$ cat src/hdl/victim_lfsr.sv
`timescale 1ns/1ps

module victim_lfsr #(
	parameter int WAYS = 2,
	localparam type way_sel_t = logic [$clog2(WAYS)-1:0]
) (
	input  logic     clk,
	input  logic     rst_n,
	output way_sel_t way
);

	logic [15:0] lfsr_q;
	logic        feedback;

	// taps 16 14 13 11, maximal length
	assign feedback = lfsr_q[15] ^ lfsr_q[13] ^ lfsr_q[12] ^ lfsr_q[10];

	// free running, any nonzero seed works
	always_ff @(posedge clk) begin
		if (!rst_n) begin
			lfsr_q <= 16'hace1;
		end else begin
			lfsr_q <= {lfsr_q[14:0], feedback};
		end
	end

	// low bits pick the way
	assign way = way_sel_t'(lfsr_q);

endmodule

$ cat config.mk
export PLATFORM = sky130hd
export DESIGN_NAME = victim_lfsr
export DESIGN_NICKNAME = d
export VERILOG_FILES = /design/src/hdl/victim_lfsr.sv
export SDC_FILE = /design/constraint.sdc
export NUM_CORES = 1
export LEC_CHECK = 0
export BUFFER_PORTS_ARGS = -buffer_cell sky130_fd_sc_hd__buf_2
export CAP_MARGIN = 5
export CORE_AREA = 2 2 39 41
export CTS_BUF_LIST = sky130_fd_sc_hd__clkbuf_8
export CTS_CLUSTER_SIZE = 8
export DETAILED_ROUTE_END_ITERATION = 8
export DIE_AREA = 0 0 41 43
export PLACE_DENSITY = 0.53
export SLEW_MARGIN = 10
export SYNTH_ARGS = -nofsm -noshare
export SYNTH_HDL_FRONTEND = slang
export SYNTH_SLANG_ARGS = --single-unit
$ cat constraint.sdc
create_clock -name clk -period 1.2 [get_ports clk]
set_input_delay 0 -clock clk [delete_from_list [all_inputs] [get_ports clk]]
set_output_delay 0 -clock clk [all_outputs]
set_load 0.03 [all_outputs]
==> impl_metrics.yaml <==
status:
  status: "finished, final reports clean"
yosys:
  avgSynthCellArea_um2: 12.7
  yosys_warnings: 0
  ys_seq_area_frac: 0.699
  syn_inst: 36
  netlist.area_leader.share: 0.699
  synth_largest_area_cell: "dfxtp_1"
  syn_nets: 38
  synth_cell_types: 8
  synth_seq_cells: 16
  yosys-top-cells-area: "dfxtp_1 70%, and2_1 11%, nand2b_1 8.2%"
  syn_area_um2: 458
critical_path:
  worstPathArrival_ns: 0.96
  rrSetupSlack_ns: 0.36
  r2r_start: "lfsr_q[13]"
  rr_endpoint: "lfsr_q[0]"
  path_class: "reg2reg"
  reg2reg_depth: 3
  path_cells: "xor2_1, xnor2_1, nand2_1"
  critPathMaxFanout: 2
  crit_buf_inv: 0
  crit_required_ns: 1.32
  end_kind: "flop"
  cpLargestDelayFamily: "flip-flops"
  cp_slowest_cell: "dfxtp_1"
  critPathMaxStageDelay_ns: 0.33
  startpoint_type: "flop"
worst_hold_path:
  hold_path_startpoint: "rst_n"
  min_path_cells: 2
  min_path_type: "in2reg"
  hold_end: "lfsr_q[11]"
power:
  peakVddDrop_mv: 1.13
  pwr-share-comb: 0.062
  total_power_uw: 1010
  switching_power_uw: 190
  p_seq_frac: 0.576
  p_per_area_nw_per_um2: 1950
  clockPowerShare: 0.363
  power.internal_uw: 822
  p_leak_uw: 0.000212
  p_sw_frac: 0.188
final_layout:
  final_core_util: 0.374
  area_growth_pct: 13.1
  largest_register: "lfsr_q"
  largestRegisters: "lfsr_q: 16 flops"
  nets: 44
  fillCellCount: 149
  drive_above_1_share: 0.150
  final_cells: 56
  largest_reg_flops: 16
  diodes: 0
cts:
  cts_tree: "built"
  postCtsResizedCells: 0
  cts_root_buffer: "clkbuf_8"
  path_clk_slew_ns: 0.05
  cts_buffers: 3
  numClockSinks: 16
  cts.path.max_buffers: 2
  cts_hold_buf: 0
  clock_latency_ns: 0.23
  post_cts_buffers: 0
  cts_max_level: 1
timing:
  holdWs_ns: 0.0509
  grt_setup_unrepaired: "false"
  finalHoldViolations: 0
  finalClockSkew_ns: 0.00116
  fin_crit_ns: 0.844
  fmax_ghz: 1.19
  slew_violations: 0
  setup_viol: 0
  tightest_slew_ns: 0.216
  slew_headroom: 0.856
  fin_crit_sh: 0.703
  fin_setup_tns_ns: 0
grt:
  grt_pass1_wl_um: 897
  grt_max_degree: 17
  grt-ovfl-total: 0
  grtUsageTotal: 0.0772
  grt_pass1_vias: 209
  antenna_found_initial: 0
placed_design:
  port_buffers: 2
  dp_cells: 53
  gp_congestion: 0.643
flow_run:
  drv_cap: 0
floorplanning:
  die_y_um: 43
  dieArea_um2: 1760
  floorplan.rows: 14
  pin_count: 3
  core_area_um2: 1380
  die_w_um: 41
  start_util: 0.331
route:
  drcViolationCount: 0
  viasPerCell: 3.89
  drtAntennaViolNets: 0
  num_vias: 218
  drt_wl_total_um: 467
  drt-wirelength-per-cell_um: 8.34
  drt_pass1_iterations: 2
  dr.first_iter.drc_count: 1
cell usage after synthesis:
library cell	count
nand2b_1	6
nand2_1	1
xor2_1	2
dfxtp_1	16
buf_6	1
xnor2_1	1
and2_1	8
nand2b_2	1
routing by layer:
layer | routed length [um] | GRT usage | vias to the layer above
met3 | 11 | 0.0314 | 2
met5 | 0 | 0 | -
met1 | 261 | 0.110 | 99
met4 | 6 | 0.0600 | 0
li1 | - | - | 115
met2 | 188 | 0.0875 | 2
worst max-delay path by stage:
stage	cells after the start	slack [ns]	endpoint	startpoint
CTS	3	0.34	lfsr_q[0]	lfsr_q[15]
detailed placement	3	0.36	lfsr_q[0]	lfsr_q[15]
global route	3	0.28	lfsr_q[0]	lfsr_q[15]
floorplan	3	0.43	lfsr_q[0]	lfsr_q[12]
global placement	3	0.38	lfsr_q[0]	lfsr_q[10]
finish	3	0.36	lfsr_q[0]	lfsr_q[13]
worst reg2reg max path: stages, from the launching register on:
cell and delay [ns]:
dfxtp_1 0.33, xor2_1 0.19, xnor2_1 0.14, nand2_1 0.07
final cells by class:
| cell class | instances | area, um^2 | share of cell area |
|---|---|---|---|
| clock buffers | 3 | 41.3 | 0.0797 |
| multi-input cells | 19 | 126 | 0.244 |
| flip-flops and latches | 16 | 320 | 0.618 |
| well taps | 16 | 20.0 | 0.0386 |
| repair buffers | 2 | 10.0 | 0.0193 |
power by group through the flow:
stage	registers, uW	logic [uW]	clock network [uW]
2_1_floorplan	601	41.6	0
3_3_place_gp	593	62.9	0
3_5_place_dp	594	62.9	0
4_1_cts	583	63.9	380
5_1_grt	586	70.7	409
6_report	583	62.5	367
through the flow:
stage	instance area [um^2]	setup WS, ns
3_5_place_dp	477	0.363
6_report	518	0.356
5_1_grt	518	0.279
2_1_floorplan	458	0.429
3_3_place_gp	477	0.376
4_1_cts	518	0.341
cell usage in the layout (no fill, tap or decap):
master,n
and2_1,8
buf_2,2
clkbuf_8,3
dfxtp_1,16
nand2_1,1
nand2b_1,6
nand2b_2,1
xnor2_1,1
xor2_1,2
cells by family after synthesis:
| kind of cell | count (synthesis) | share of synthesized area |
|---|---|---|
| DFF | 16 | 0.699 |
| and+or+nand+nor | 16 | 0.219 |
| buffers and inverters | 1 | 0.0246 |
| xor gates and xnor gates | 3 | 0.0574 |
Power figures use the tool's default switching activity.
