--- config.mk ---
export PLATFORM = sky130hd
export DESIGN_NAME = way_select
export DESIGN_NICKNAME = d
export VERILOG_FILES = /design/src/hdl/cache_geom_pkg.sv /design/src/hdl/way_select.sv
export SDC_FILE = /design/constraint.sdc
export NUM_CORES = 1
export LEC_CHECK = 0
export ABC_AREA = 1
export BUFFER_PORTS_ARGS = -buffer_cell sky130_fd_sc_hd__buf_2
export CAP_MARGIN = 20
export CORE_AREA = 2 2 206 208
export DETAILED_ROUTE_END_ITERATION = 7
export DIE_AREA = 0 0 208 210
export SETUP_SLACK_MARGIN = 0.02
export SLEW_MARGIN = 40
export SYNTH_ARGS = -nofsm -noshare
export SYNTH_HDL_FRONTEND = slang
export SYNTH_SLANG_ARGS = --single-unit
export TNS_END_PERCENT = 1
--- constraint.sdc ---
create_clock -name clk -period 1.7 [get_ports clk]
set_clock_uncertainty 0.15 [all_clocks]
set_input_delay 0.34 -clock clk [delete_from_list [all_inputs] [get_ports clk]]
set_output_delay 0.34 -clock clk [all_outputs]
set_load 0.03 [all_outputs]
--- src/hdl/cache_geom_pkg.sv ---
package cache_geom_pkg;

	// core side byte address and data word
	typedef logic [31:0] addr_t;
	typedef logic [31:0] word_t;

	// one strobe bit per byte lane
	typedef logic [3:0] strb_t;

	// address split is tag | index | byte offset
	localparam int OFFSET_W = 4;
	localparam int INDEX_W = 5;
	localparam int TAG_W = 32 - INDEX_W - OFFSET_W;

	// sets per way
	localparam int NUM_SETS = 1 << INDEX_W;

	// four words make one line
	localparam int WORDS_PER_LINE = 4;

	typedef logic [INDEX_W-1:0] index_t;
	typedef logic [TAG_W-1:0] tag_t;

	// word 0 in the low bits
	typedef logic [WORDS_PER_LINE*32-1:0] line_t;

endpackage
--- src/hdl/way_select.sv ---
`timescale 1ns/1ps

module way_select #(
	parameter int WAYS = 2,
	localparam type way_sel_t = logic [$clog2(WAYS)-1:0]
) (
	input  logic                             clk,
	input  logic                             rst_n,
	input  logic [WAYS-1:0]                  hits,
	input  logic [WAYS-1:0]                  dirties,
	input  cache_geom_pkg::line_t [WAYS-1:0] lines,
	input  cache_geom_pkg::tag_t [WAYS-1:0]  tags,
	input  logic                             lookup_fire,
	input  logic [1:0]                       word_off,
	input  way_sel_t                         victim_way,
	input  cache_geom_pkg::word_t            ret_data,
	input  logic                             refill_beat_hit,
	output logic                             hit_any,
	output cache_geom_pkg::word_t            rdata,
	output cache_geom_pkg::line_t            victim_line,
	output logic                             victim_dirty,
	output cache_geom_pkg::tag_t             victim_tag
);
	import cache_geom_pkg::*;

	logic [WAYS-1:0] hit_q;
	word_t           hit_word;

	// same cycle hit for the controller
	assign hit_any = |hits;

	// one cycle delay lines up with the bank read
	always_ff @(posedge clk) begin
		if (!rst_n) begin
			hit_q <= '0;
		end else begin
			hit_q <= hits & {WAYS{lookup_fire}};
		end
	end

	// at most one way hits
	always_comb begin
		hit_word = '0;
		for (int i = 0; i < WAYS; i++) begin
			if (hit_q[i]) begin
				hit_word = hit_word | lines[i][32*word_off +: 32];
			end
		end
	end

	// requested word straight off the bus during refill
	assign rdata = refill_beat_hit ? ret_data : hit_word;

	// victim fields for the writeback
	assign victim_line = lines[victim_way];
	assign victim_tag = tags[victim_way];
	assign victim_dirty = dirties[victim_way];

endmodule

==> results.toml <==
[finish]
largest_register = "hit_q"
drive_above_1_share = 0.424
top_regs = "hit_q x2"
syn_to_final_growth_pct = 91.7
fillers = 4806
largest_reg_flops = 2
fin_nets = 2004
layout_common_cells = "545 x nand2_1, 469 x buf_2, 147 x nand3_1, 132 x inv_1, 92 x buf_4"
mostFrequentLayoutCell = "nand2_1"

[routing]
vias = 9046
drc = 0
drt_first_iter_violations = 587
routed_wirelength_um = 32300
wl_per_cell_um = 14.7
drt_pass1_iterations = 6
via_per_inst = 4.11
ant_nets = 0

[job]
maxCapViolCount = 0

[setup_path]
worstSetupPathType = "input port to output pin"
required_ns = 1.21
path_cells = "buf_12, inv_16, buf_12, buf_16, buf_4, nand2_1, nand3_1, nand3_1, nand2_1, nand2_1, nand2_2, buf_6"
cp-start-kind = "input port"
worst_path_most_repeated_cell = "nand2_1"
worst-path-buf-inv = 6
cp_slowest_cell = "buf_6"
critical_path.max_stage_delay_ns = 0.15
arrival_ns = 1.51
cp-end-kind = "output pin"
cp_max_fo = 5
crit_family = "buffers and inverters"

[clock_tree]
h-tree-depth = 1
cts_sinks = 2
path_clk_slew_ns = 0.03
numCtsBuffers = 3
cts_buffer_depth = 2
cts-root-buf = "clkbuf_16"
cts_tree = "done"
hold_buffers = 0

[logic_synthesis]
yosysSeqAreaShare = 0.00811
syn_nets = 1458
netlist_area_um2 = 4940
synth-seq-cells = 2
yosysWarnings = 0
synth_cell_types = 13
synth_cells = 1113
syn_avg_cell_area_um2 = 4.44

[status]
status = "finished, violations left"
violations = "setup timing"

[floorplan]
core-area_um2 = 41500
die_area_um2 = 43700
die_h_um = 210
boundaryPins = 530
dieWidth_um = 208
rows = 75
initial_core_util = 0.119

[power_and_ir_drop]
ir_worst_vdd_mv = 0.213
leakagePower_uw = 0.00569
power_density_nw_per_um2 = 369

[sta]
setup-tns-final_ns = -13.84
final-max-slew-violation-count = 0
relSlewSlack = 0.805
setup_viol = 122
tightestPinTransition_ns = 0.289
holdWs_ns = 0.223
post-route-period-util = 1.17
final.min_clock_period_ns = 2.00
rsz0062_at_grt = "true"
setup_slack_ns = -0.296
hold_viol_final = 0
fmax_mhz = 501

[placement]
gp_congestion = 0.879
dp_hpwl_um = 26300
io_buffers = 529

[global_routing]
grtUsageTotal = 0.137
met1_usage = 0.177
grt.met3_usage = 0.0258
grt_overflow_total = 0
grt_max_degree = 63
gr-usage-met2 = 0.232
grt-busiest-layer = "met2"
antenna_found_initial = 3
grt_pass1_wl_um = 47000
first_global_vias = 8462

[hold_path]
min_path_type = "input port to flop"
where the power goes:
group / internal [µW] / total [µW] / switching (µW)
clock network: 300 / 358 / 58.0
logic: 1200 / 3080 / 1890
registers: 49.7 / 55.1 / 5.36
worst min-delay path: cells and delay by family:
kind / cells / cell delay [ns]
simple gates: 1 / 0.06
buf+inv: 2 / 0.16
worst paths after layout:
path,slack (ns),from,endpoint,cells past startpoint
setup / recovery,-0.30,word_off[0],rdata[22],12
hold / removal,0.22,hits[1],hit_q[1],3
what timing repair did:
item / 4_1_cts / 5_1_grt
cloned: 6 / 0
endpoints found under the hold margin: 0 / 0
endpoints found under the setup margin: 136 / 161
pin swaps: 17 / 15
buffers inserted: 3 / 1
gates resized for setup: 129 / 35
cell families after synthesis:
family,synth area share
simple gates,0.603
buf+inv,0.205
compound gates,0.130
mux,0.0547
flops,0.00811
cells in the mapped netlist, drive strengths merged:
cell type | number | area (µm²)
mux2 | 24 | 270
inv | 135 | 507
nor3 | 2 | 10.0
dfxtp | 2 | 40.0
nand3 | 160 | 801
buf | 63 | 422
clkbuf | 22 | 82.6
nand2 | 577 | 2170
o21ai | 128 | 641
metal layers:
metal	wire [µm]	vias up
met4	725	2
met5	13	-
li1	-	4552
met3	2840	53
met2	15000	496
met1	13700	3943
stage by stage:
stage                     std cells  total power, µW  cell area [µm²]   util  setup slack, ns
after floorplan                1113             1680             4940      -           -0.148
after global placement         2183             2880             8680  0.209           -0.333
after detailed placement       2183             2880             8680  0.209           -0.339
after CTS                      2195             3470             9340  0.225           -0.267
after global routing           2197             3740             9460  0.228           -0.376
final                          2199             3500             9470  0.228           -0.296
layout make-up:
| cell class | instances | area [µm²] | area share |
|---|---|---|---|
| multi-input combinational | 891 | 4050 | 0.428 |
| timing repair buffer | 626 | 4100 | 0.433 |
| inverter | 135 | 526 | 0.0555 |
| sequential | 2 | 42.5 | 0.00449 |
| clock buffer | 3 | 75.1 | 0.00793 |
| tap | 539 | 674 | 0.0712 |
| antenna | 3 | 7.51 | 0.000793 |
No activity file was read; power rests on OpenSTA's default activity.
