===== src/hdl/cache_bus_pkg.sv =====
package cache_bus_pkg;

	// miss handling states of the controller
	typedef enum logic [2:0] {
		st_lookup,
		st_miss,
		st_writeback,
		st_refill,
		st_word_write
	} ctrl_state_t;

	// memory write size
	// word write uses low word and strobe only
	typedef enum logic {
		op_word = 1'b0,
		op_line = 1'b1
	} wr_op_t;

endpackage


===== src/hdl/cache_geom_pkg.sv =====
package cache_geom_pkg;

	// core side byte address and data word
	typedef logic [31:0] addr_t;
	typedef logic [31:0] word_t;

	// one strobe bit per byte lane
	typedef logic [3:0] strb_t;

	// address split is tag | index | byte offset
	localparam int OFFSET_W = 4;
	localparam int INDEX_W = 5;
	localparam int TAG_W = 32 - INDEX_W - OFFSET_W;

	// sets per way
	localparam int NUM_SETS = 1 << INDEX_W;

	// four words make one line
	localparam int WORDS_PER_LINE = 4;

	typedef logic [INDEX_W-1:0] index_t;
	typedef logic [TAG_W-1:0] tag_t;

	// word 0 in the low bits
	typedef logic [WORDS_PER_LINE*32-1:0] line_t;

endpackage

===== src/hdl/cache_ctrl.sv =====
`timescale 1ns/1ps

module cache_ctrl #(
	parameter int WAYS = 2,
	localparam type way_sel_t = logic [$clog2(WAYS)-1:0]
) (
	input  logic                   clk,
	input  logic                   rst_n,
	input  logic                   req,
	input  logic                   we,
	input  cache_geom_pkg::addr_t  addr,
	input  cache_geom_pkg::strb_t  wstrb,
	input  cache_geom_pkg::word_t  wdata,
	input  logic                   hit_any,
	input  logic                   victim_dirty,
	input  cache_geom_pkg::tag_t   victim_tag,
	input  way_sel_t               lfsr_way,
	input  logic                   rd_rdy,
	input  logic                   ret_valid,
	input  logic                   ret_last,
	input  cache_geom_pkg::word_t  ret_data,
	input  logic                   wr_rdy,
	output logic                   addr_ok,
	output logic                   data_ok,
	output cache_geom_pkg::index_t arr_index,
	output cache_geom_pkg::tag_t   arr_tag,
	output logic [WAYS-1:0]        way_we,
	output logic [1:0]             word_sel,
	output cache_geom_pkg::word_t  arr_wdata,
	output cache_geom_pkg::strb_t  arr_strb,
	output logic [WAYS-1:0]        tag_install,
	output logic [WAYS-1:0]        dirty_clear,
	output way_sel_t               victim_way,
	output logic                   lookup_fire,
	output logic [1:0]             word_off,
	output logic                   refill_beat_hit,
	output logic                   rd_req,
	output cache_geom_pkg::addr_t  rd_addr,
	output logic                   wr_req,
	output cache_geom_pkg::addr_t  wr_addr,
	output cache_bus_pkg::wr_op_t  wr_op,
	output cache_geom_pkg::strb_t  wr_strb
);
	import cache_geom_pkg::*;
	import cache_bus_pkg::*;

	ctrl_state_t     state;
	ctrl_state_t     state_nxt;
	addr_t           req_addr;
	strb_t           req_strb;
	word_t           req_wdata;
	index_t          req_index;
	tag_t            req_tag;
	logic [1:0]      req_word;
	logic            fire;
	logic            beat;
	logic            rd_acked;
	logic [1:0]      beat_cnt;
	logic            hit_done_q;
	logic            word_done_q;
	logic [WAYS-1:0] victim_hot;

	// core handshake
	assign addr_ok = (state == st_lookup);
	assign fire = req && addr_ok;
	assign lookup_fire = fire;

	// fields of the held request
	assign req_index = req_addr[OFFSET_W +: INDEX_W];
	assign req_tag = req_addr[OFFSET_W+INDEX_W +: TAG_W];
	assign req_word = req_addr[OFFSET_W-1:2];
	assign word_off = req_word;

	// beats only count once the line read was taken
	assign beat = (state == st_refill) && rd_acked && ret_valid;
	assign refill_beat_hit = beat && (beat_cnt == req_word);

	// hit and word write answer a cycle late
	// read miss answers on its own beat
	assign data_ok = hit_done_q || word_done_q || refill_beat_hit;

	always_comb begin
		victim_hot = '0;
		victim_hot[victim_way] = 1'b1;
	end

	// payload of the accepted request
	always_ff @(posedge clk) begin
		if (fire) begin
			req_addr <= addr;
			req_strb <= wstrb;
			req_wdata <= wdata;
		end
	end

	always_ff @(posedge clk) begin
		if (!rst_n) begin
			state <= st_lookup;
			victim_way <= '0;
			rd_acked <= 1'b0;
			beat_cnt <= 2'd0;
			hit_done_q <= 1'b0;
			word_done_q <= 1'b0;
		end else begin
			state <= state_nxt;
			hit_done_q <= fire && hit_any;
			word_done_q <= (state == st_word_write) && wr_rdy;
			// victim fixed at miss acceptance
			if (fire && !hit_any) begin
				victim_way <= lfsr_way;
			end
			if (beat && ret_last) begin
				rd_acked <= 1'b0;
			end else if (rd_req && rd_rdy) begin
				rd_acked <= 1'b1;
			end
			// word order 0 to 3
			if (beat && ret_last) begin
				beat_cnt <= 2'd0;
			end else if (beat) begin
				beat_cnt <= beat_cnt + 2'd1;
			end
		end
	end

	always_comb begin
		state_nxt = state;
		case (state)
			st_lookup: begin
				if (fire && !hit_any) begin
					// write miss skips allocation
					state_nxt = we ? st_word_write : st_miss;
				end
			end
			st_miss: begin
				// victim line and tag read out by now
				state_nxt = victim_dirty ? st_writeback : st_refill;
			end
			st_writeback: begin
				if (wr_rdy) begin
					state_nxt = st_refill;
				end
			end
			st_refill: begin
				if (beat && ret_last) begin
					state_nxt = st_lookup;
				end
			end
			st_word_write: begin
				if (wr_rdy) begin
					state_nxt = st_lookup;
				end
			end
			default: begin
				state_nxt = st_lookup;
			end
		endcase
	end

	// array port steering
	always_comb begin
		if (state == st_lookup) begin
			// core write hit under caller strobe
			arr_index = addr[OFFSET_W +: INDEX_W];
			arr_tag = addr[OFFSET_W+INDEX_W +: TAG_W];
			word_sel = addr[OFFSET_W-1:2];
			arr_wdata = wdata;
			arr_strb = wstrb;
			way_we = {WAYS{fire && we && hit_any}};
		end else begin
			// refill beats write whole words into the victim
			arr_index = req_index;
			arr_tag = req_tag;
			word_sel = beat_cnt;
			arr_wdata = (state == st_word_write) ? req_wdata : ret_data;
			arr_strb = '1;
			way_we = beat ? victim_hot : '0;
		end
	end

	// new tag goes in as the line read is taken
	assign tag_install = (rd_req && rd_rdy) ? victim_hot : '0;
	assign dirty_clear = (state == st_refill) ? victim_hot : '0;

	// memory read side
	assign rd_req = (state == st_refill) && !rd_acked;
	assign rd_addr = {req_addr[31:OFFSET_W], {OFFSET_W{1'b0}}};

	// memory write side
	assign wr_req = (state == st_writeback) || (state == st_word_write);
	assign wr_op = (state == st_writeback) ? op_line : op_word;
	assign wr_strb = (state == st_writeback) ? 4'hf : req_strb;
	assign wr_addr = (state == st_writeback) ?
		{victim_tag, req_index, {OFFSET_W{1'b0}}} : {req_addr[31:2], 2'b00};

endmodule


===== config.mk =====
export PLATFORM = sky130hd
export DESIGN_NAME = cache_ctrl
export DESIGN_NICKNAME = d
export VERILOG_FILES = /design/src/hdl/cache_bus_pkg.sv /design/src/hdl/cache_geom_pkg.sv /design/src/hdl/cache_ctrl.sv
export SDC_FILE = /design/constraint.sdc
export NUM_CORES = 1
export LEC_CHECK = 0
export BUFFER_PORTS_ARGS = -buffer_cell sky130_fd_sc_hd__buf_4
export CORE_AREA = 5 5 107 109
export CTS_CLUSTER_SIZE = 25
export DETAILED_ROUTE_END_ITERATION = 6
export DIE_AREA = 0 0 112 114
export GPL_TIMING_DRIVEN = 1
export PLACE_DENSITY = 0.75
export SYNTH_ARGS = -nofsm -noshare
export SYNTH_HDL_FRONTEND = slang
export SYNTH_SLANG_ARGS = --single-unit

===== constraint.sdc =====
create_clock -name clk -period 4.7 [get_ports clk]
set_input_delay 0.94 -clock clk [delete_from_list [all_inputs] [get_ports clk]]
set_output_delay 0.94 -clock clk [all_outputs]
set_load 0.005 [all_outputs]

==> results of run 1 <==
[placed cells by master, fill, tap and decap left out]
cell type  count
buf_4        281
edfxtp_1      66
mux2_2        53
o21ai_0       35
mux2i_1       34
nand2_1       34
nor2_1        12
clkbuf_8       9
dfxtp_1        8
conb_1         6
or2_2          5
nand2b_1       5
nor3_1         4
nor2b_1        3
inv_1          3
a21oi_1        3
a31oi_1        3
clkinv_2       3
nand3_1        2
xor2_1         2
and3_1         2
bufinv_16      2
clkinv_4       2
diode_2        1
nor3_2         1
nor3b_2        1
nand3b_1       1
and3b_4        1
nand3_4        1
and2_2         1
xnor2_1        1
or3_1          1
a211oi_1       1
or4b_1         1
o21a_1         1
o22ai_1        1
o311a_1        1
dfxtp_2        1
[kinds of logic (layout without fill, tap and decap cells)]
group / count (synthesis) / in the layout
DFF: 75 / 75
and+or+nand+nor: 75 / 75
xor gates and xnor gates: 3 / 3
muxes: 87 / 87
buffers and inverters: 34 / 300
AOI/OAI and AO/OA: 45 / 45
other: 1 / 7
[critical path, delay by kind of cell, from the launching register on]
kind,cells,cell delay (ps)
flops,1,430
buf+inv,3,980
simple gates,2,700
[layer usage]
metal	track usage	wire [microns]	vias to the layer above
li1	-	-	1692
met1	0.2042	4640	1625
met2	0.3265	6551	147
met3	0.05623	991	12
met4	0.04968	178	0
met5	0	0	-
[worst max path at each step]
stage	startpoint	to	slack [ps]	cells after the start
2_1_floorplan	req	way_we[0]	830	3
3_3_place_gp	state[1]	arr_tag[13]	1760	5
3_5_place_dp	state[1]	lookup_fire	1700	5
4_1_cts	state[1]	lookup_fire	1300	5
5_1_grt	state[1]	lookup_fire	1120	5
6_report	state[1]	lookup_fire	1300	5
[Yosys cell counts (all sizes together)]
cell	n
nor3b	1
xor2	2
nand2	34
or2	5
nor2b	3
and3	2
or4b	1
a21oi	3
o21ai	35
nand2b	5
o22ai	1
mux2	53
nor3	5
o21a	1
nand3	3
and3b	1
inv	3
edfxtp	66
xnor2	1
dfxtp	9
buf	24
or3	1
o311a	1
conb	1
and2	1
mux2i	34
nand3b	1
nor2	12
a31oi	3
a211oi	1
clkbuf	7
[state kept, by name (all words and copies together) (netlist names)]
name	cells
req_strb	4
state	3
word_done_q	1
hit_done_q	1
req_addr	30
req_wdata	32
rd_acked	1
beat_cnt	2
victim_way	1
[power by group]
part / switching [mW] / internal [mW]
clock: 0.242 / 0.298
sequential: 0.0289 / 0.792
combinational: 0.235 / 0.341
[area by class of cell]
type,count,share of cell area
multi-input cells,216,0.2556
clock buffers,9,0.01971
well taps,140,0.02787
diodes,1,0.0003982
repair buffers,281,0.3357
flip-flops and latches,75,0.3442
inverters,3,0.001792
clock inverters,7,0.01473
==> results.cfg, run 1 <==
[drt]
routed_wirelength_microns = 12360
drcViolationCount = 0
routed_wire_length_per_instance_microns = 16.89
vias_per_cell = 4.749
ant_nets = 0
via_count = 3476
drt_iter0_markers = 104
pre_repair_dr_iteration_count = 4

[setup_path]
worst_ep_arrival_time_ps = 2460
critical_path.max_fanout = 40
cp_slowest_stage_delay_ps = 490
cp.required_ps = 3760
timing.critical_path.slowest_stage_cell = nor3_2
critical_path_s_most_frequent_cell = buf_4
cp-start-kind = register
critical_path_class = register to primary output
path_cells = nor3_2 -> buf_4 -> and2_2 -> buf_4 -> buf_4
reg2reg_depth = 4
reg2reg_slack_ps = 2420
cp-end-kind = primary output
worstReg2RegEnd = req_addr[8]
timing.rr.start = state[1]

[finish]
final_cells = 732
multiInputGateArea_sq_um = 1607
flow.area_growth_from_synthesis_pct = 59.87
final_area_sq_um = 6285
final_layout_size_suffix_gt1_frac = 0.6108
final-seq-area_sq_um = 2163
final_util = 0.5981
num-nets-final = 720
fillerInstances = 856

[place]
place_congestion = 0.8307
placed_cells = 715
place_hpwl_microns = 9767
placedInstanceArea_sq_um = 6066
io_buffers = 275
worst_setup_slack_after_placement_ps = 1704

[sta]
worst_slew_pin_slew_ps = 979.3
holdWs_ps = 518.2
setup_violating_endpoint_count_in_the_final_report = 0
rsz0062_at_grt = false
timing.max_slew.rel_slack = 0.3471
setup_total_negative_slack_ps = 0
final-max-slew-violation-count = 0
clock_skew_ps = 7.177
layout_worst_path_cycle_share = 0.7229
max_clock_freq_mhz = 294.3
period_minus_slack_ps = 3398
hold_viol = 0
setup_ws_ps = 1302

[logic_synthesis]
ys.warnings.count = 0
synthDominantCellAreaShare = 0.5041
average_cell_area_after_synthesis_sq_um = 12.29
number_of_register_bits_inferred_by_synthesis = 75
gate_count_of_the_mapped_netlist = 320
synth_area_leader_cell = edfxtp_1
post_synth_instance_area_sq_um = 3931
synth.area.top_cells = edfxtp_1, mux2_2, mux2i_1
synthAdderAreaFrac = 0
dominant_combinational_cell_family_by_area_after_synthesis = multiplexers
synth-simple-area-share = 0.09389
synth_compound_area_frac = 0.06111
synthXorXnorAreaFrac = 0.006684
netlist-cell-type-count = 33
seq_area_frac_synth = 0.5500
synth_mux_area_frac = 0.2384

[run_status]
run_status = complete, no violations

[clocking]
master_cell_of_the_clock_root_buffer = clkbuf_8
cts.sink_count = 75
max-clock-path-buffers = 2
cts.hold.buffers_added = 0
clk_transition_reported_paths_ps = 80
clkLatencyLatePin_ps = 340
cts_made_buffers = 9
h_tree_level_count = 3
ctsResizeCount = 0
postCtsSetupRepairBufs = 0
tritoncts = done

[floorplan]
dieWidth_microns = 112
ioPinCount = 284
die_footprint_sq_um = 12770
die_h_microns = 114
initial_core_util = 0.3741
fp.coreArea_sq_um = 10510
floorplan.rows = 38

[global_routing]
antenna_found_initial = 0
vias_in_the_first_global_route = 3514
grt_pass1_wl_microns = 18240
grt_start_max_net_pins = 68
globalRoute.totalOverflow = 0
groute.usage.overall = 0.1796

[min_path]
hold_depth = 2
hold_path_class = register to register
min-delay-start = beat_cnt[1]
whs_endpoint = beat_cnt[1]

[job]
cap_violations = 0

[power]
power.density_cell_area_nw_per_um2 = 308.3
cellLeakagePower_nw = 2.718
ir_drop_uv = 142.3
total_power_of_the_final_layout_mw = 1.937
(Power assumes the default switching activity.)
==> inputs of run 2 (changes only) <==
==> constraint.sdc (replaced) <==
create_clock -name clk -period 3.55 [get_ports clk]
set_input_delay 0.71 -clock clk [delete_from_list [all_inputs] [get_ports clk]]
set_output_delay 0.71 -clock clk [all_outputs]
set_load 0.005 [all_outputs]
==> results.cfg, run 2 (same netlist as run 1, synthesis figures left out) <==
[floorplan]
ioPinCount = 284
floorplan.rows = 38
fp.coreArea_sq_um = 10510
initial_core_util = 0.3741
die_footprint_sq_um = 12770
die_h_microns = 114
dieWidth_microns = 112

[finish]
fillerInstances = 875
n_diodes = 0
final_area_sq_um = 6276
final_cells = 730
num-nets-final = 719
flow.area_growth_from_synthesis_pct = 59.64
largest_reg_by_ff_count = req_wdata
final_util = 0.5973
largest_registers = req_wdata x32, req_addr x30, req_strb x4
final_layout_size_suffix_gt1_frac = 0.6085
largest_register_ffs = 32
final_cell_mix = buf_4, edfxtp_1, mux2_2
final_common_cell = buf_4

[setup_path]
critical_path_class = register to primary output
worst_ep_arrival_time_ps = 2220
timing.critical_path.slowest_stage_cell = or2_2
critical_path.max_fanout = 67
cp-start-kind = register
cp-end-kind = primary output
cp.required_ps = 2840
path_cells = or2_2 -> o21ai_0 -> buf_4
cp_slowest_stage_delay_ps = 820

[place]
place_hpwl_microns = 9824
placed_cells = 714
worst_setup_slack_after_placement_ps = 1019
place_congestion = 0.8565
io_buffers = 275
placedInstanceArea_sq_um = 6058

[drt]
routed_wire_length_per_instance_microns = 16.76
pre_repair_dr_iteration_count = 4
ant_nets = 0
routed_wirelength_microns = 12230
via_count = 3496
drcViolationCount = 0
vias_per_cell = 4.789
drt_iter0_markers = 103

[sta]
rsz0062_at_grt = false
setup_total_negative_slack_ps = 0
layout_worst_path_cycle_share = 0.8254
setup_violating_endpoint_count_in_the_final_report = 0
max_clock_freq_mhz = 341.3
worst_slew_pin_slew_ps = 971.8
clock_skew_ps = 11.90
period_minus_slack_ps = 2930
timing.max_slew.rel_slack = 0.3521
setup_ws_ps = 619.7
hold_viol = 0
final-max-slew-violation-count = 0

[power]
power.density_cell_area_nw_per_um2 = 407.9
internal_power_mw = 1.897
clkPwrFrac = 0.280
p_sw_uw = 663.5
p_comb_frac = 0.294
cellLeakagePower_nw = 2.706
seqPwrFrac = 0.426
ir_drop_uv = 212.7
power.switching_fraction = 0.2592

[clocking]
ctsResizeCount = 0
cts.hold.buffers_added = 0
clk_transition_reported_paths_ps = 70
master_cell_of_the_clock_root_buffer = clkbuf_8
cts_made_buffers = 9
max-clock-path-buffers = 2
h_tree_level_count = 3
tritoncts = done
postCtsSetupRepairBufs = 0
clkLatencyLatePin_ps = 340
cts.sink_count = 75

[global_routing]
groute.usage.overall = 0.1803
grt_start_max_net_pins = 68
vias_in_the_first_global_route = 3661
antenna_found_initial = 0
globalRoute.totalOverflow = 0
grt_pass1_wl_microns = 18480

[min_path]
hold_path_class = register to register

[job]
cap_violations = 0

[run_status]
run_status = complete, no violations
## run 2: cell count changes in the layout (fill, tap and decap cells not counted)
cell,delta
buf_4,-1
clkinvlp_4,+1
clkinv_2,-2
diode_2,-1
clkbuf_1,+1
## run 2: power groups by stage
stage / sequential (mW) / clock [mW] / combinational (mW)
floorplan: 1.10 / 0 / 0.314
global placement: 1.11 / 0 / 0.753
detailed placement: 1.11 / 0 / 0.763
CTS: 1.09 / 0.738 / 0.766
global route: 1.10 / 0.780 / 0.818
finish: 1.09 / 0.718 / 0.753
## run 2: final timing paths
path / from / endpoint / slack (ps) / depth (start not counted)
min: beat_cnt[1] / beat_cnt[1] / 520 / 2
min reg2reg: beat_cnt[1] / beat_cnt[1] / 520 / 2
max: state[1] / arr_wdata[15] / 620 / 3
max reg2reg: state[1] / req_strb[3] / 1170 / 4
## run 2: layout make-up
class,instances,area (sq um),area share
Inverter,3,11.26,0.001794
Timing Repair Buffer,280,2102,0.3349
Multi-Input combinational cell,216,1607,0.2560
Clock inverter,6,90.09,0.01435
Clock buffer,10,127.6,0.02033
Sequential cell,75,2163,0.3447
Tap cell,140,175.2,0.02791
## run 2: routing by layer
| metal | global-route usage | part of all wire | routed length, microns | up-vias |
|---|---|---|---|---|
| met1 | 0.1924 | 0.36 | 4380 | 1649 |
| met4 | 0.05369 | 0.016 | 191 | 0 |
| met2 | 0.3425 | 0.55 | 6702 | 146 |
| met3 | 0.05411 | 0.078 | 958 | 15 |
| met5 | 0 | 0 | 0 | - |
| li1 | - | - | - | 1686 |
## run 2: worst max-delay path: cells and delay by family, from the launching register on
kind | cells | cell delay (ps)
simple gates | 1 | 820
flops | 1 | 540
compound gates | 1 | 290
buf+inv | 1 | 210
## run 2: metrics by stage
| step | hold WS (ps) | power, mW |
|---|---|---|
| after CTS | 526.8 | 2.594 |
| final | 522.0 | 2.560 |
| after global placement | 499.7 | 1.859 |
| after floorplan | 479.2 | 1.412 |
| after global routing | 523.4 | 2.696 |
| after detailed placement | 522.4 | 1.873 |
==> inputs of run 3 (changes only) <==
--- a/config.mk
+++ b/config.mk
@@ -6,12 +6,13 @@
 export NUM_CORES = 1
 export LEC_CHECK = 0
 export BUFFER_PORTS_ARGS = -buffer_cell sky130_fd_sc_hd__buf_4
-export CORE_AREA = 5 5 107 109
+export CORE_ASPECT_RATIO = 2
+export CORE_MARGIN = 5
+export CORE_UTILIZATION = 37
 export CTS_CLUSTER_SIZE = 25
 export DETAILED_ROUTE_END_ITERATION = 6
-export DIE_AREA = 0 0 112 114
 export GPL_TIMING_DRIVEN = 1
-export PLACE_DENSITY = 0.75
+export PLACE_DENSITY = 0.76
 export SYNTH_ARGS = -nofsm -noshare
 export SYNTH_HDL_FRONTEND = slang
 export SYNTH_SLANG_ARGS = --single-unit
==> constraint.sdc (replaced) <==
create_clock -name clk -period 2.5 [get_ports clk]
set_input_delay 0.5 -clock clk [delete_from_list [all_inputs] [get_ports clk]]
set_output_delay 0.5 -clock clk [all_outputs]
set_load 0.005 [all_outputs]
==> results.cfg, run 3 (same netlist as run 1, synthesis figures left out) <==
[run_status]
run_status = complete, no violations

[floorplan]
floorplan.rows = 53
ioPinCount = 284
initial_core_util = 0.3752
dieWidth_microns = 82.89
fp.coreArea_sq_um = 10480
die_footprint_sq_um = 12910
die_h_microns = 155.8

[setup_path]
cp-end-kind = primary output
worst_ep_arrival_time_ps = 1900
critical_path.max_fanout = 30
worstReg2RegEnd = req_addr[5]
timing.rr.start = state[1]
cp.required_ps = 2000
critPathCapture = wr_addr[23]
reg2reg_slack_ps = 640
reg2reg_depth = 4
critical_path.startpoint = state[1]
cp-start-kind = register
critical_path_class = register to primary output

[job]
cap_violations = 0

[clocking]
cts_made_buffers = 9
cts.sink_count = 75
tritoncts = done
h_tree_level_count = 3
master_cell_of_the_clock_root_buffer = clkbuf_16
cts.hold.buffers_added = 0
clkLatencyLatePin_ps = 320
ctsResizeCount = 0
clk_transition_reported_paths_ps = 60
postCtsSetupRepairBufs = 0
max-clock-path-buffers = 2

[place]
placed_cells = 713
worst_setup_slack_after_placement_ps = 416.6
place_congestion = 0.8056
io_buffers = 275
placedInstanceArea_sq_um = 6096
place_hpwl_microns = 9986

[global_routing]
globalRoute.totalOverflow = 0
vias_in_the_first_global_route = 3664
gr-usage-met2 = 0.3308
top_usage_layer = met2
met3_resource_use_gr = 0.05920
grtUsageMet1 = 0.1859
groute.usage.overall = 0.1796
grt_pass1_wl_microns = 18640
antenna_found_initial = 0
grt_start_max_net_pins = 65

[finish]
final_area_sq_um = 6414
n_diodes = 0
final_cell_mix = buf_4, edfxtp_1, mux2_2
flow.area_growth_from_synthesis_pct = 63.14
largest_registers = req_wdata x32, req_addr x30, req_strb x4
num-nets-final = 721
final_cells = 729
largest_register_ffs = 32
largest_reg_by_ff_count = req_wdata
final_layout_size_suffix_gt1_frac = 0.6081
final_common_cell = buf_4

[sta]
setup_ws_ps = 96.27
period_minus_slack_ps = 2404
worst_slew_pin_slew_ps = 547.4
clock_skew_ps = 5.714
hold_viol = 0
rsz0062_at_grt = false
layout_worst_path_cycle_share = 0.9615
max_clock_freq_mhz = 416.0
final-max-slew-violation-count = 0
holdWs_ps = 360.2
setup_violating_endpoint_count_in_the_final_report = 0
setup_total_negative_slack_ps = 0
timing.max_slew.rel_slack = 0.6351

[power]
power.density_cell_area_nw_per_um2 = 618.9
cellLeakagePower_nw = 2.772
ir_drop_uv = 403.9

[drt]
routed_wire_length_per_instance_microns = 16.78
routed_wirelength_microns = 12230
via_count = 3518
ant_nets = 0
drt_iter0_markers = 60
drcViolationCount = 0
pre_repair_dr_iteration_count = 4
vias_per_cell = 4.826

[min_path]
hold_path_class = input port to register
-- run 3: per-layer routing --
layer,up-vias,part of all wire
met5,-,0
li1,1694,-
met4,0,0.025
met2,169,0.55
met3,21,0.077
met1,1634,0.35
-- run 3: stage by stage --
stage          power [mW]  utilization
2_1_floorplan       2.005            -
3_3_place_gp        2.657       0.5818
3_5_place_dp        2.681       0.5818
4_1_cts             4.021       0.6114
5_1_grt             4.174       0.6121
6_report            3.969       0.6121
-- run 3: worst min-delay path by stage --
stage | startpoint | end | slack [ps] | cells past startpoint
floorplan | beat_cnt[1] | beat_cnt[1] | 480 | 2
global placement | beat_cnt[1] | beat_cnt[1] | 500 | 2
detailed placement | beat_cnt[1] | beat_cnt[1] | 530 | 2
CTS | addr[25] | req_addr[25] | 340 | 1
global route | addr[9] | req_addr[9] | 340 | 1
finish | addr[25] | req_addr[25] | 360 | 1
-- run 3: final cells by class --
cell class                      count  area (sq um)
Clock inverter                      5         77.57
Tap cell                          137         171.4
Timing Repair Buffer              282          2150
Fill cell                         883          4064
Inverter                            3         11.26
Clock buffer                       11         232.7
Multi-Input combinational cell    216          1608
Sequential cell                    75          2163
-- run 3: worst max-delay path, stage by stage, from the launching register on --
cell,delay (ps)
dfxtp_1,530
nor3b_2,300
buf_12,230
mux2_2,360
buf_4,140
-- run 3: power breakdown --
group / switching [mW] / total (mW) / internal (mW)
clock network: 0.455 / 1.33 / 0.870
registers: 0.0575 / 1.55 / 1.49
logic: 0.438 / 1.09 / 0.657
total: 0.950 / 3.97 / 3.02
